==> src/if_pkg.sv <==
////////////////////
// shared constants, selector enums and payload structs
// for the instruction fetch stage
////////////////////

package if_pkg;

  ////////////////////
  // constants
  ////////////////////

  // data and address width
  localparam int unsigned XLEN = 32;
  // every instruction is a full word
  localparam int unsigned INSTR_BYTES = 4;
  // boot entry sits at this offset inside the boot page
  localparam logic [7:0] BOOT_OFFSET = 8'h80;
  // debug module entry points
  localparam logic [XLEN-1:0] DM_HALT_ADDR = 32'h1A11_0800;
  localparam logic [XLEN-1:0] DM_EXC_ADDR  = 32'h1A11_0808;
  // fetched words buffered between the bus and ID
  localparam int unsigned FIFO_DEPTH = 2;

  ////////////////////
  // enums
  ////////////////////

  // source of the next fetch address
  typedef enum logic [2:0] {
    PC_BOOT = 3'd0,
    PC_JUMP = 3'd1,
    PC_EXC  = 3'd2,
    PC_ERET = 3'd3,
    PC_DRET = 3'd4
  } pc_sel_e;

  // source of the handler address when pc_mux is PC_EXC
  typedef enum logic [1:0] {
    EXC_PC_EXC     = 2'd0,
    EXC_PC_IRQ     = 2'd1,
    EXC_PC_DBD     = 2'd2,
    EXC_PC_DBG_EXC = 2'd3
  } exc_pc_sel_e;

  // memory request port states
  typedef enum logic [1:0] {
    FETCH_IDLE = 2'd0,
    FETCH_REQ  = 2'd1,
    FETCH_WAIT = 2'd2,
    FETCH_DROP = 2'd3
  } fetch_state_e;

  ////////////////////
  // structs
  ////////////////////

  // csr values the fetch stage can jump to
  typedef struct packed {
    logic [XLEN-1:0] mepc;
    logic [XLEN-1:0] depc;
    logic [XLEN-1:0] mtvec;
  } csr_pc_t;

  // redirect request from the controller
  typedef struct packed {
    logic        pc_set;
    pc_sel_e     pc_mux;
    exc_pc_sel_e exc_pc_mux;
    logic [4:0]  irq_id;
  } pc_ctrl_t;

  // one fetched word, tagged with its address
  typedef struct packed {
    logic [XLEN-1:0] rdata;
    logic [XLEN-1:0] addr;
    logic            err;
  } fetch_entry_t;

  // contents of the IF-ID pipeline register
  typedef struct packed {
    logic [XLEN-1:0] rdata;
    logic [XLEN-1:0] pc;
    logic            fetch_err;
  } id_instr_t;

endpackage

==> src/if_fetch_addr_counter.sv <==
////////////////////
// word-aligned fetch address register
// and address capture at grant
////////////////////

module if_fetch_addr_counter (
  input  logic                    clk_i,
  input  logic                    rst_ni,
  input  logic                    load_i,
  input  logic [if_pkg::XLEN-1:0] load_addr_i,
  input  logic                    grant_i,
  output logic [if_pkg::XLEN-1:0] fetch_addr_o,
  output logic [if_pkg::XLEN-1:0] resp_addr_o
);

  import if_pkg::*;

  logic [XLEN-1:0] fetch_addr_q;
  logic [XLEN-1:0] resp_addr_q;

  // a redirect wins over a grant in the same cycle
  // since the granted word is dropped anyway
  always_ff @(posedge clk_i or negedge rst_ni) begin
    if (!rst_ni) begin
      fetch_addr_q <= '0;
    end else if (load_i) begin
      // bus only ever sees aligned words
      fetch_addr_q <= {load_addr_i[XLEN-1:2], 2'b00};
    end else if (grant_i) begin
      fetch_addr_q <= fetch_addr_q + XLEN'(INSTR_BYTES);
    end
  end

  // address tag for the response that follows this grant
  always_ff @(posedge clk_i) begin
    if (grant_i) begin
      resp_addr_q <= fetch_addr_q;
    end
  end

  assign fetch_addr_o = fetch_addr_q;
  assign resp_addr_o  = resp_addr_q;

endmodule

==> src/if_fetch_ctrl.sv <==
////////////////////
// request FSM for the instruction memory port
// one request outstanding at a time
////////////////////

module if_fetch_ctrl (
  input  logic clk_i,
  input  logic rst_ni,
  input  logic req_i,
  input  logic pc_set_i,
  input  logic fifo_full_i,
  output logic instr_req_o,
  input  logic instr_gnt_i,
  input  logic instr_rvalid_i,
  output logic grant_o,
  output logic push_o,
  output logic busy_o
);

  import if_pkg::*;

  fetch_state_e state_q;
  fetch_state_e state_d;

  ////////////////////
  // next state
  ////////////////////

  always_comb begin
    state_d = state_q;
    unique case (state_q)
      FETCH_IDLE: begin
        // no request in a redirect cycle, address loads first
        if (req_i && !fifo_full_i && !pc_set_i) begin
          state_d = FETCH_REQ;
        end
      end
      FETCH_REQ: begin
        if (instr_gnt_i) begin
          // granted word is stale if a redirect came along with it
          state_d = pc_set_i ? FETCH_DROP : FETCH_WAIT;
        end else if (pc_set_i) begin
          state_d = FETCH_IDLE;
        end
      end
      FETCH_WAIT: begin
        if (instr_rvalid_i) begin
          state_d = FETCH_IDLE;
        end else if (pc_set_i) begin
          state_d = FETCH_DROP;
        end
      end
      FETCH_DROP: begin
        // wait out the response and throw it away
        if (instr_rvalid_i) begin
          state_d = FETCH_IDLE;
        end
      end
      default: state_d = FETCH_IDLE;
    endcase
  end

  always_ff @(posedge clk_i or negedge rst_ni) begin
    if (!rst_ni) begin
      state_q <= FETCH_IDLE;
    end else begin
      state_q <= state_d;
    end
  end

  ////////////////////
  // outputs
  ////////////////////

  assign instr_req_o = (state_q == FETCH_REQ);
  // counter steps and tags on this pulse
  assign grant_o     = (state_q == FETCH_REQ) & instr_gnt_i;
  // response lands in the queue unless a redirect squashes it
  assign push_o      = (state_q == FETCH_WAIT) & instr_rvalid_i & ~pc_set_i;
  assign busy_o      = (state_q != FETCH_IDLE);

endmodule

==> src/if_fetch_fifo.sv <==
////////////////////
// flushable circular queue, generic payload
////////////////////

module if_fetch_fifo #(
  parameter int unsigned DEPTH   = if_pkg::FIFO_DEPTH,
  parameter type         entry_t = if_pkg::fetch_entry_t
) (
  input  logic   clk_i,
  input  logic   rst_ni,
  input  logic   flush_i,
  input  logic   push_i,
  input  entry_t push_data_i,
  input  logic   pop_i,
  output entry_t head_o,
  output logic   head_valid_o,
  output logic   full_o
);

  localparam int unsigned PTR_W = (DEPTH > 1) ? $clog2(DEPTH) : 1;
  localparam int unsigned CNT_W = $clog2(DEPTH + 1);

  entry_t           mem_q [DEPTH];
  logic [PTR_W-1:0] rd_ptr_q;
  logic [PTR_W-1:0] wr_ptr_q;
  logic [CNT_W-1:0] count_q;
  logic             push_en;
  logic             pop_en;

  // pointer step with wrap for any depth
  function automatic logic [PTR_W-1:0] ptr_incr(input logic [PTR_W-1:0] ptr);
    if (ptr == PTR_W'(DEPTH - 1)) begin
      return '0;
    end
    return ptr + PTR_W'(1);
  endfunction

  assign head_valid_o = (count_q != '0);
  assign full_o       = (count_q == CNT_W'(DEPTH));

  // pop only real entries
  assign pop_en  = pop_i & head_valid_o;
  // a full queue still takes a push when the head leaves
  assign push_en = push_i & (~full_o | pop_en);

  ////////////////////
  // pointers and count
  ////////////////////

  always_ff @(posedge clk_i or negedge rst_ni) begin
    if (!rst_ni) begin
      rd_ptr_q <= '0;
      wr_ptr_q <= '0;
      count_q  <= '0;
    end else if (flush_i) begin
      // redirect empties the queue
      rd_ptr_q <= '0;
      wr_ptr_q <= '0;
      count_q  <= '0;
    end else begin
      if (push_en) begin
        wr_ptr_q <= ptr_incr(wr_ptr_q);
      end
      if (pop_en) begin
        rd_ptr_q <= ptr_incr(rd_ptr_q);
      end
      // count moves only when push and pop differ
      if (push_en && !pop_en) begin
        count_q <= count_q + CNT_W'(1);
      end else if (pop_en && !push_en) begin
        count_q <= count_q - CNT_W'(1);
      end
    end
  end

  // storage
  always_ff @(posedge clk_i) begin
    if (push_en) begin
      mem_q[wr_ptr_q] <= push_data_i;
    end
  end

  assign head_o = mem_q[rd_ptr_q];

endmodule

==> src/if_id_register.sv <==
////////////////////
// IF-ID pipeline register, valid/new flags
// and sequential PC check
////////////////////

module if_id_register (
  input  logic                 clk_i,
  input  logic                 rst_ni,
  input  if_pkg::fetch_entry_t head_i,
  input  logic                 head_valid_i,
  input  logic                 id_in_ready_i,
  input  logic                 pc_set_i,
  input  logic                 instr_valid_clear_i,
  output logic                 pop_o,
  output logic                 instr_valid_id_o,
  output logic                 instr_new_id_o,
  output if_pkg::id_instr_t    id_instr_o,
  output logic                 pc_mismatch_alert_o
);

  import if_pkg::*;

  id_instr_t       id_instr_q;
  logic            valid_q;
  logic            valid_d;
  logic            new_q;
  logic            new_d;
  logic            seq_q;
  logic            seq_d;
  logic [XLEN-1:0] pc_next_seq;

  // ID takes the head whenever it is ready
  assign pop_o = head_valid_i & id_in_ready_i;

  // a word taken in a redirect cycle is squashed
  assign new_d   = pop_o & ~pc_set_i;
  // valid holds until the core clears it
  assign valid_d = new_d | (valid_q & ~instr_valid_clear_i);
  // sequence tracking restarts on every redirect
  assign seq_d   = (seq_q | pop_o) & ~pc_set_i;

  always_ff @(posedge clk_i or negedge rst_ni) begin
    if (!rst_ni) begin
      valid_q <= 1'b0;
      new_q   <= 1'b0;
      seq_q   <= 1'b0;
    end else begin
      valid_q <= valid_d;
      new_q   <= new_d;
      seq_q   <= seq_d;
    end
  end

  ////////////////////
  // pipeline register
  ////////////////////

  always_ff @(posedge clk_i) begin
    if (pop_o) begin
      id_instr_q.rdata     <= head_i.rdata;
      id_instr_q.pc        <= head_i.addr;
      id_instr_q.fetch_err <= head_i.err;
    end
  end

  assign instr_valid_id_o = valid_q;
  assign instr_new_id_o   = new_q;
  assign id_instr_o       = id_instr_q;

  // next word in a straight run sits one word above the ID pc
  assign pc_next_seq = id_instr_q.pc + XLEN'(INSTR_BYTES);

  // head breaking the run without a redirect means corrupted fetch
  assign pc_mismatch_alert_o = seq_q & head_valid_i & (head_i.addr != pc_next_seq);

endmodule

==> src/if_pc_select.sv <==
////////////////////
// handler address and next fetch address mux
////////////////////

module if_pc_select (
  input  logic [if_pkg::XLEN-1:0] boot_addr_i,
  input  if_pkg::pc_ctrl_t        pc_ctrl_i,
  input  logic [if_pkg::XLEN-1:0] branch_target_i,
  input  if_pkg::csr_pc_t         csr_pc_i,
  output logic [if_pkg::XLEN-1:0] fetch_addr_n_o,
  output logic                    csr_mtvec_init_o
);

  import if_pkg::*;

  logic [XLEN-1:0] exc_pc;
  logic [XLEN-1:0] boot_pc;

  // boot page from the input, fixed offset inside it
  assign boot_pc = {boot_addr_i[XLEN-1:8], BOOT_OFFSET};

  // handler address
  // mtvec is 256-byte aligned, vectored irqs land at irq_id * 4
  always_comb begin
    unique case (pc_ctrl_i.exc_pc_mux)
      EXC_PC_EXC:     exc_pc = {csr_pc_i.mtvec[XLEN-1:8], 8'h00};
      EXC_PC_IRQ:     exc_pc = {csr_pc_i.mtvec[XLEN-1:8], 1'b0, pc_ctrl_i.irq_id, 2'b00};
      EXC_PC_DBD:     exc_pc = DM_HALT_ADDR;
      EXC_PC_DBG_EXC: exc_pc = DM_EXC_ADDR;
      default:        exc_pc = {csr_pc_i.mtvec[XLEN-1:8], 8'h00};
    endcase
  end

  // next fetch address
  always_comb begin
    unique case (pc_ctrl_i.pc_mux)
      PC_BOOT: fetch_addr_n_o = boot_pc;
      PC_JUMP: fetch_addr_n_o = branch_target_i;
      PC_EXC:  fetch_addr_n_o = exc_pc;
      // return from trap
      PC_ERET: fetch_addr_n_o = csr_pc_i.mepc;
      // return from debug mode
      PC_DRET: fetch_addr_n_o = csr_pc_i.depc;
      default: fetch_addr_n_o = boot_pc;
    endcase
  end

  // csr file sets mtvec up on the boot jump
  assign csr_mtvec_init_o = pc_ctrl_i.pc_set & (pc_ctrl_i.pc_mux == PC_BOOT);

endmodule

==> src/if_stage.sv <==
////////////////////
// instruction fetch stage top level
////////////////////

module if_stage (
  input  logic                    clk_i,
  input  logic                    rst_ni,
  input  logic [if_pkg::XLEN-1:0] boot_addr_i,
  input  logic                    req_i,
  input  if_pkg::pc_ctrl_t        pc_ctrl_i,
  input  logic [if_pkg::XLEN-1:0] branch_target_i,
  input  if_pkg::csr_pc_t         csr_pc_i,
  input  logic                    id_in_ready_i,
  input  logic                    instr_valid_clear_i,

  // instruction memory port
  output logic                    instr_req_o,
  output logic [if_pkg::XLEN-1:0] instr_addr_o,
  input  logic                    instr_gnt_i,
  input  logic                    instr_rvalid_i,
  input  logic [if_pkg::XLEN-1:0] instr_rdata_i,
  input  logic                    instr_err_i,

  // towards ID
  output logic                    instr_valid_id_o,
  output logic                    instr_new_id_o,
  output if_pkg::id_instr_t       id_instr_o,
  output logic [if_pkg::XLEN-1:0] pc_if_o,
  output logic                    csr_mtvec_init_o,
  output logic                    pc_mismatch_alert_o,
  output logic                    if_busy_o
);

  import if_pkg::*;

  logic            pc_set;
  logic [XLEN-1:0] fetch_addr_n;
  logic [XLEN-1:0] resp_addr;
  logic            grant;
  logic            push;
  logic            pop;
  logic            fifo_full;
  logic            head_valid;
  fetch_entry_t    push_entry;
  fetch_entry_t    head;

  assign pc_set = pc_ctrl_i.pc_set;

  // response tagged with the address granted for it
  assign push_entry = '{rdata: instr_rdata_i, addr: resp_addr, err: instr_err_i};

  assign pc_if_o = head.addr;

  if_pc_select u_pc_select (
    .boot_addr_i      (boot_addr_i),
    .pc_ctrl_i        (pc_ctrl_i),
    .branch_target_i  (branch_target_i),
    .csr_pc_i         (csr_pc_i),
    .fetch_addr_n_o   (fetch_addr_n),
    .csr_mtvec_init_o (csr_mtvec_init_o)
  );

  if_fetch_addr_counter u_addr_counter (
    .clk_i        (clk_i),
    .rst_ni       (rst_ni),
    .load_i       (pc_set),
    .load_addr_i  (fetch_addr_n),
    .grant_i      (grant),
    .fetch_addr_o (instr_addr_o),
    .resp_addr_o  (resp_addr)
  );

  if_fetch_ctrl u_fetch_ctrl (
    .clk_i          (clk_i),
    .rst_ni         (rst_ni),
    .req_i          (req_i),
    .pc_set_i       (pc_set),
    .fifo_full_i    (fifo_full),
    .instr_req_o    (instr_req_o),
    .instr_gnt_i    (instr_gnt_i),
    .instr_rvalid_i (instr_rvalid_i),
    .grant_o        (grant),
    .push_o         (push),
    .busy_o         (if_busy_o)
  );

  // fetched words wait here until ID takes them
  if_fetch_fifo #(
    .DEPTH   (FIFO_DEPTH),
    .entry_t (fetch_entry_t)
  ) u_fetch_fifo (
    .clk_i        (clk_i),
    .rst_ni       (rst_ni),
    .flush_i      (pc_set),
    .push_i       (push),
    .push_data_i  (push_entry),
    .pop_i        (pop),
    .head_o       (head),
    .head_valid_o (head_valid),
    .full_o       (fifo_full)
  );

  if_id_register u_id_register (
    .clk_i               (clk_i),
    .rst_ni              (rst_ni),
    .head_i              (head),
    .head_valid_i        (head_valid),
    .id_in_ready_i       (id_in_ready_i),
    .pc_set_i            (pc_set),
    .instr_valid_clear_i (instr_valid_clear_i),
    .pop_o               (pop),
    .instr_valid_id_o    (instr_valid_id_o),
    .instr_new_id_o      (instr_new_id_o),
    .id_instr_o          (id_instr_o),
    .pc_mismatch_alert_o (pc_mismatch_alert_o)
  );

endmodule

==> config.mk <==
export PLATFORM = sky130hd
export DESIGN_NAME = if_stage
export DESIGN_NICKNAME = d
export VERILOG_FILES = /design/src/if_pkg.sv /design/src/if_fetch_addr_counter.sv /design/src/if_fetch_ctrl.sv /design/src/if_fetch_fifo.sv /design/src/if_id_register.sv /design/src/if_pc_select.sv /design/src/if_stage.sv
export SDC_FILE = /design/constraint.sdc
export NUM_CORES = 1
export LEC_CHECK = 0
export ABC_AREA = 1
export BUFFER_PORTS_ARGS = -buffer_cell sky130_fd_sc_hd__buf_2
export CAP_MARGIN = 10
export CORE_MARGIN = 4
export CORE_UTILIZATION = 32
export DETAILED_ROUTE_END_ITERATION = 8
export HOLD_SLACK_MARGIN = 0.12
export SLEW_MARGIN = 10
export SYNTH_ARGS = -nofsm -noshare
export SYNTH_HDL_FRONTEND = slang
export SYNTH_HIERARCHICAL = 1
export SYNTH_SLANG_ARGS = --single-unit
export TNS_END_PERCENT = 50
==> constraint.sdc <==
create_clock -name clk_i -period 5.2 [get_ports clk_i]
set_clock_uncertainty 0.05 [all_clocks]
set_input_delay 1.3 -clock clk_i [delete_from_list [all_inputs] [get_ports clk_i]]
set_output_delay 1.3 -clock clk_i [all_outputs]
set_load 0.005 [all_outputs]
==> results_dict.tcl, run 1 <==
set metrics [dict create \
    grt_max_degree 66 \
    grt_remaining_overflow 0 \
    io_pins 346 \
    fin_util_pct 40.0 \
    cts_resized 0 \
    cts.sinks 264 \
    globalRouteTotalUtil_pct 17.4 \
    routed-via-count 11100 \
    routed_wl_um 40300 \
    synthCells 1488 \
    routabilityCongestion 0.905 \
    clk_latency_ns 0.55 \
    worst-path-max-fanout 65 \
    grt_antenna_before_repair 1 \
    finalSetupViolations 0 \
    dr.first_iter.drc_count 672 \
    cp_data_arrival_time_ns 3.13 \
    fill_cells 4145 \
    cp.required_ns 3.85 \
    cp-end-kind "output port" \
    worst_setup_path_start_kind "flop" \
    fin_hold_ws_ns 0.396 \
    dp_hpwl_um 30000 \
    htree_levels 1 \
    dp_cells 2303 \
    layout-drive-gt1-share_pct 24.6 \
    powerDensity_mw_per_mm2 336 \
    fin_cells 2357 \
    drv_slew 0 \
    peakVddDrop_v 0.000241 \
    worst_slew_pin_slew_ns 0.968 \
    syn_avg_cell_area_sq_um 8.96 \
    start_util_pct 32.5 \
    ys_warn_count 6 \
    register_area_sq_mm 0.00773 \
    rsz0062_at_grt "no" \
    hold_violations 0 \
    cts_made_buffers 28 \
    grt_pass1_vias 10900 \
    cts.clk_slew.worst_paths_ns 0.06 \
    max_slew_margin_pct 35.5 \
    multiInputGateArea_sq_mm 0.00482 \
    remaining_drc_errors 0 \
    drv_cap 0 \
    clockRootBuffer "clkbuf_16" \
    wl_per_cell_um 17.1 \
    period_needed_ns 4.48 \
    syn2layout_area_growth_pct 23.0 \
    die_height_um 212 \
    rows 74 \
    die_area_sq_mm 0.0450 \
    worstSetupPathType "reg -> out" \
    syn_area_sq_mm 0.0133 \
    grt_pass1_wl_um 61900 \
    outcome "finished clean" \
    io_buffers 321 \
    p_leak_nw 7.39 \
    clockBufferDepth 3 \
    holdCritPathClass "reg -> reg" \
    post_cts_buffers 0 \
    core_area_sq_mm 0.0410 \
    drt-pass1-iter-count 5 \
    fin_nets 2014 \
    ant_nets 0 \
    die_width_um 212 \
    finalCritPeriodShare_pct 86.2 \
    via_per_inst 4.70 \
    cts_tree "done" \
    fmax_ghz 0.223 \
    cts_hold_buf 0 \
]
-- area by class of cell --
cell class / count / share of cell area, %
sequential: 264 / 47.1
antenna: 2 / 0.0305
clock inverter: 16 / 1.14
clock buffer: 36 / 4.58
tap: 532 / 4.06
inverter: 141 / 3.26
multi-input combinational: 1035 / 29.4
timing repair buffer: 331 / 10.4
-- registers in the layout, indices dropped and copies added (netlist names), 2 cells and up --
register / flops
u_fetch_ctrl/state_q: 2
u_addr_counter/resp_addr_o: 30
u_fetch_fifo/mem_q: 130
u_addr_counter/fetch_addr_o: 30
u_fetch_fifo/count_q: 2
u_id_register/id_instr_o: 65
-- stage by stage --
stage          instance area, sq um  TNS, ns  setup WS (ns)  total power [mW]
2_1_floorplan                 13400    -6.70        -0.0516              3.14
3_3_place_gp                  15500        0           1.26              3.54
3_5_place_dp                  15500        0           1.27              3.56
4_1_cts                       16400        0          0.661              5.61
5_1_grt                       16400        0          0.363              5.80
6_report                      16400        0          0.716              5.51
-- power by group --
part / internal, mW / switching, mW / total [mW]
logic: 0.284 / 0.485 / 0.769
clock network: 1.18 / 0.835 / 2.01
registers: 2.53 / 0.198 / 2.73
-- layer usage --
layer | track usage (%) | wire [um] | vias up | part of all wire [%]
li1 | - | - | 5496 | -
met1 | 22.6 | 17000 | 5172 | 42
met2 | 30.0 | 19700 | 362 | 49
met3 | 3.56 | 2760 | 45 | 6.8
met4 | 4.09 | 803 | 2 | 2.0
met5 | 0 | 13 | - | 0.032
-- path summary, 6_finish.rpt --
path                       slack (ns)                               to                           start  depth (start not counted)
min                              0.40        u_fetch_fifo/mem_q[0][18]  u_addr_counter/resp_addr_o[17]                          0
max                              0.72              pc_mismatch_alert_o           u_fetch_fifo/rd_ptr_q                         16
max in group asynchronous        3.57            u_fetch_fifo/rd_ptr_q                          rst_ni                          1
min in group asynchronous        0.86  u_addr_counter/fetch_addr_o[29]                          rst_ni                          1
min reg2reg                      0.40        u_fetch_fifo/mem_q[0][18]  u_addr_counter/resp_addr_o[17]                          0
max reg2reg                      2.63        u_fetch_fifo/mem_q[1][29]         u_fetch_fifo/count_q[1]                          7
-- critical path: stages, from the launching register on --
cell and delay (ns):
dfrtp_2 0.37, buf_4 0.59, nand2_1 0.10, nand2_1 0.16, inv_1 0.07, or2_2 0.27
nand2_1 0.08, nand2_1 0.05, nand2_1 0.07, nand2_1 0.06, inv_2 0.04, nand2_1 0.04
nor2_1 0.12, nand3_1 0.12, nor2_1 0.12, a21oi_1 0.10, buf_2 0.14
-- placed cells by master, fill, tap and decap left out, types with 6 or more instances in the layout --
cell type  instances
nand4_1           36
nor2_4            11
xor2_1            17
edfxtp_1         225
nand3_1          133
inv_2             11
inv_1            128
nand2_2           17
o21bai_1           7
a22oi_1           20
nand2_1          538
a21oi_1           12
dfrtp_1           38
buf_4              8
nor2_1           157
xnor2_1           12
nor2_2            16
nand3b_1          12
clkbuf_1           6
clkbuf_16         28
buf_2            321
o21ai_0           11
Note: power is estimated with default switching activity, not from simulation.
==> inputs of run 2 (changes only) <==
--- a/config.mk
+++ b/config.mk
@@ -9,9 +9,11 @@
 export BUFFER_PORTS_ARGS = -buffer_cell sky130_fd_sc_hd__buf_2
 export CAP_MARGIN = 10
 export CORE_MARGIN = 4
-export CORE_UTILIZATION = 32
+export CORE_UTILIZATION = 45
 export DETAILED_ROUTE_END_ITERATION = 8
+export GPL_TIMING_DRIVEN = 0
 export HOLD_SLACK_MARGIN = 0.12
+export PLACE_DENSITY = 0.72
 export SLEW_MARGIN = 10
 export SYNTH_ARGS = -nofsm -noshare
 export SYNTH_HDL_FRONTEND = slang
==> results_dict.tcl, run 2 (synthesis gave the netlist of run 1 again) <==
set metrics [dict create \
    powerDensity_mw_per_mm2 322 \
    syn2layout_area_growth_pct 23.5 \
    drv_cap 0 \
    rows 62 \
    clockRootBuffer "clkbuf_16" \
    routed_wl_um 39300 \
    worst_setup_path_start_kind "flop" \
    globalRouteTotalUtil_pct 23.2 \
    die_width_um 180 \
    worst-path-max-fanout 10 \
    grt_antenna_before_repair 0 \
    post_cts_buffers 0 \
    routabilityCongestion 0.882 \
    largest_reg_flops 130 \
    core_area_sq_mm 0.0289 \
    io_pins 346 \
    grt_pass1_wl_um 60600 \
    fin_nets 2058 \
    max_slew_margin_pct 35.9 \
    fin_hold_ws_ns 0.393 \
    pwr-share-comb_pct 15.5 \
    cts_hold_buf 0 \
    cts.clk_slew.worst_paths_ns 0.06 \
    period_needed_ns 4.41 \
    finalCritPeriodShare_pct 84.8 \
    htree_levels 1 \
    final_cell_mix "nand2_1 (538), buf_2 (348), edfxtp_1 (225)" \
    hold_violations 0 \
    grt_remaining_overflow 0 \
    dp_hpwl_um 31200 \
    outcome "finished clean" \
    fin_util_pct 56.9 \
    cts_tree "done" \
    rsz0062_at_grt "no" \
    grt_max_degree 55 \
    cp.required_ns 3.85 \
    dr.first_iter.drc_count 739 \
    drv_slew 0 \
    clk_latency_ns 0.53 \
    p_leak_nw 7.55 \
    routed-via-count 11300 \
    cts_resized 0 \
    cp_data_arrival_time_ns 3.06 \
    cts.sinks 264 \
    via_per_inst 5.02 \
    remaining_drc_errors 0 \
    largest-register "u_fetch_fifo/mem_q" \
    clockBufferDepth 3 \
    swShare_pct 27.3 \
    grt_pass1_vias 11000 \
    power_switching_mw 1.45 \
    wl_per_cell_um 17.5 \
    die_height_um 180 \
    start_util_pct 46.1 \
    drt-pass1-iter-count 5 \
    holdCritPathClass "reg -> reg" \
    io_buffers 319 \
    worstSetupPathType "reg -> out" \
    layout_commonest_cell "nand2_1" \
    worst_slew_pin_slew_ns 0.961 \
    cts_made_buffers 25 \
    ant_nets 0 \
    p_seq_share_pct 51.3 \
    finalSetupViolations 0 \
    peakVddDrop_v 0.000243 \
    pwr-share-clk_pct 33.2 \
    p_int_mw 3.85 \
    cp-end-kind "output port" \
    die_area_sq_mm 0.0325 \
    fmax_ghz 0.227 \
    layout-drive-gt1-share_pct 25.6 \
]
run 2: layer usage:
layer  track usage, %  part of all wire [%]  up-vias
met5                0                     0        -
met4             7.96                   3.6        0
met3             3.65                   6.4       74
met2             42.5                    51      458
met1             27.9                    39     5180
li1                 -                     -     5585
run 2: worst paths after layout:
check                      cells after the start                      startpoint                         endpoint  slack (ns)
setup / recovery                              19           u_fetch_fifo/rd_ptr_q              pc_mismatch_alert_o        0.79
hold / removal                                 0  u_addr_counter/resp_addr_o[18]        u_fetch_fifo/mem_q[0][19]        0.39
setup reg to reg                               6         u_fetch_ctrl/state_q[1]        u_fetch_fifo/mem_q[0][38]        2.41
hold reg to reg                                0  u_addr_counter/resp_addr_o[18]        u_fetch_fifo/mem_q[0][19]        0.39
max in group asynchronous                      1                          rst_ni  u_addr_counter/fetch_addr_o[15]        3.62
min in group asynchronous                      1                          rst_ni  u_addr_counter/fetch_addr_o[31]        0.87
run 2: area by class of cell:
| type | instances | area (sq um) |
|---|---|---|
| fill | 2623 | 12500 |
| sequential | 264 | 7730 |
| multi-input combinational | 1035 | 4820 |
| timing repair buffer | 327 | 1820 |
| clock buffer | 31 | 658 |
| inverter | 141 | 537 |
| tap | 384 | 480 |
| buffer | 51 | 279 |
| clock inverter | 15 | 143 |
| antenna | 1 | 2.50 |
run 2: worst max-delay path: stages, from the launching register on:
cell	delay, ns
dfrtp_1	0.40
inv_2	0.10
buf_2	0.25
buf_2	0.27
nand2_1	0.08
nand2_1	0.13
inv_1	0.05
nand2_1	0.08
nand2_1	0.05
nand2_1	0.06
nand2_1	0.05
nor2_1	0.17
nand2_1	0.07
nor2_1	0.10
nand2_1	0.06
nor2_1	0.14
nand3_1	0.10
nor2_1	0.12
a21oi_1	0.10
buf_2	0.14
run 2: per-stage QoR:
| stage | std cells | worst slack, ns | setup TNS, ns | power (mW) | cell area (sq um) |
|---|---|---|---|---|---|
| after floorplan | 1491 | -0.0516 | -6.70 | 3.14 | 13400 |
| after global placement | 2194 | -1.85 | -239.85 | 3.53 | 15400 |
| after detailed placement | 2201 | 1.35 | 0 | 3.56 | 15600 |
| after CTS | 2247 | 0.771 | 0 | 5.32 | 16400 |
| after global routing | 2248 | 0.428 | 0 | 5.54 | 16500 |
| final | 2249 | 0.789 | 0 | 5.30 | 16500 |
run 2: power by group through the flow:
stage          Clock [mW]  Combinational, mW  Sequential [mW]
2_1_floorplan           0              0.430             2.70
3_3_place_gp            0              0.775             2.75
3_5_place_dp            0              0.805             2.76
4_1_cts              1.80              0.807             2.72
5_1_grt              1.89              0.910             2.74
6_report             1.76              0.823             2.72
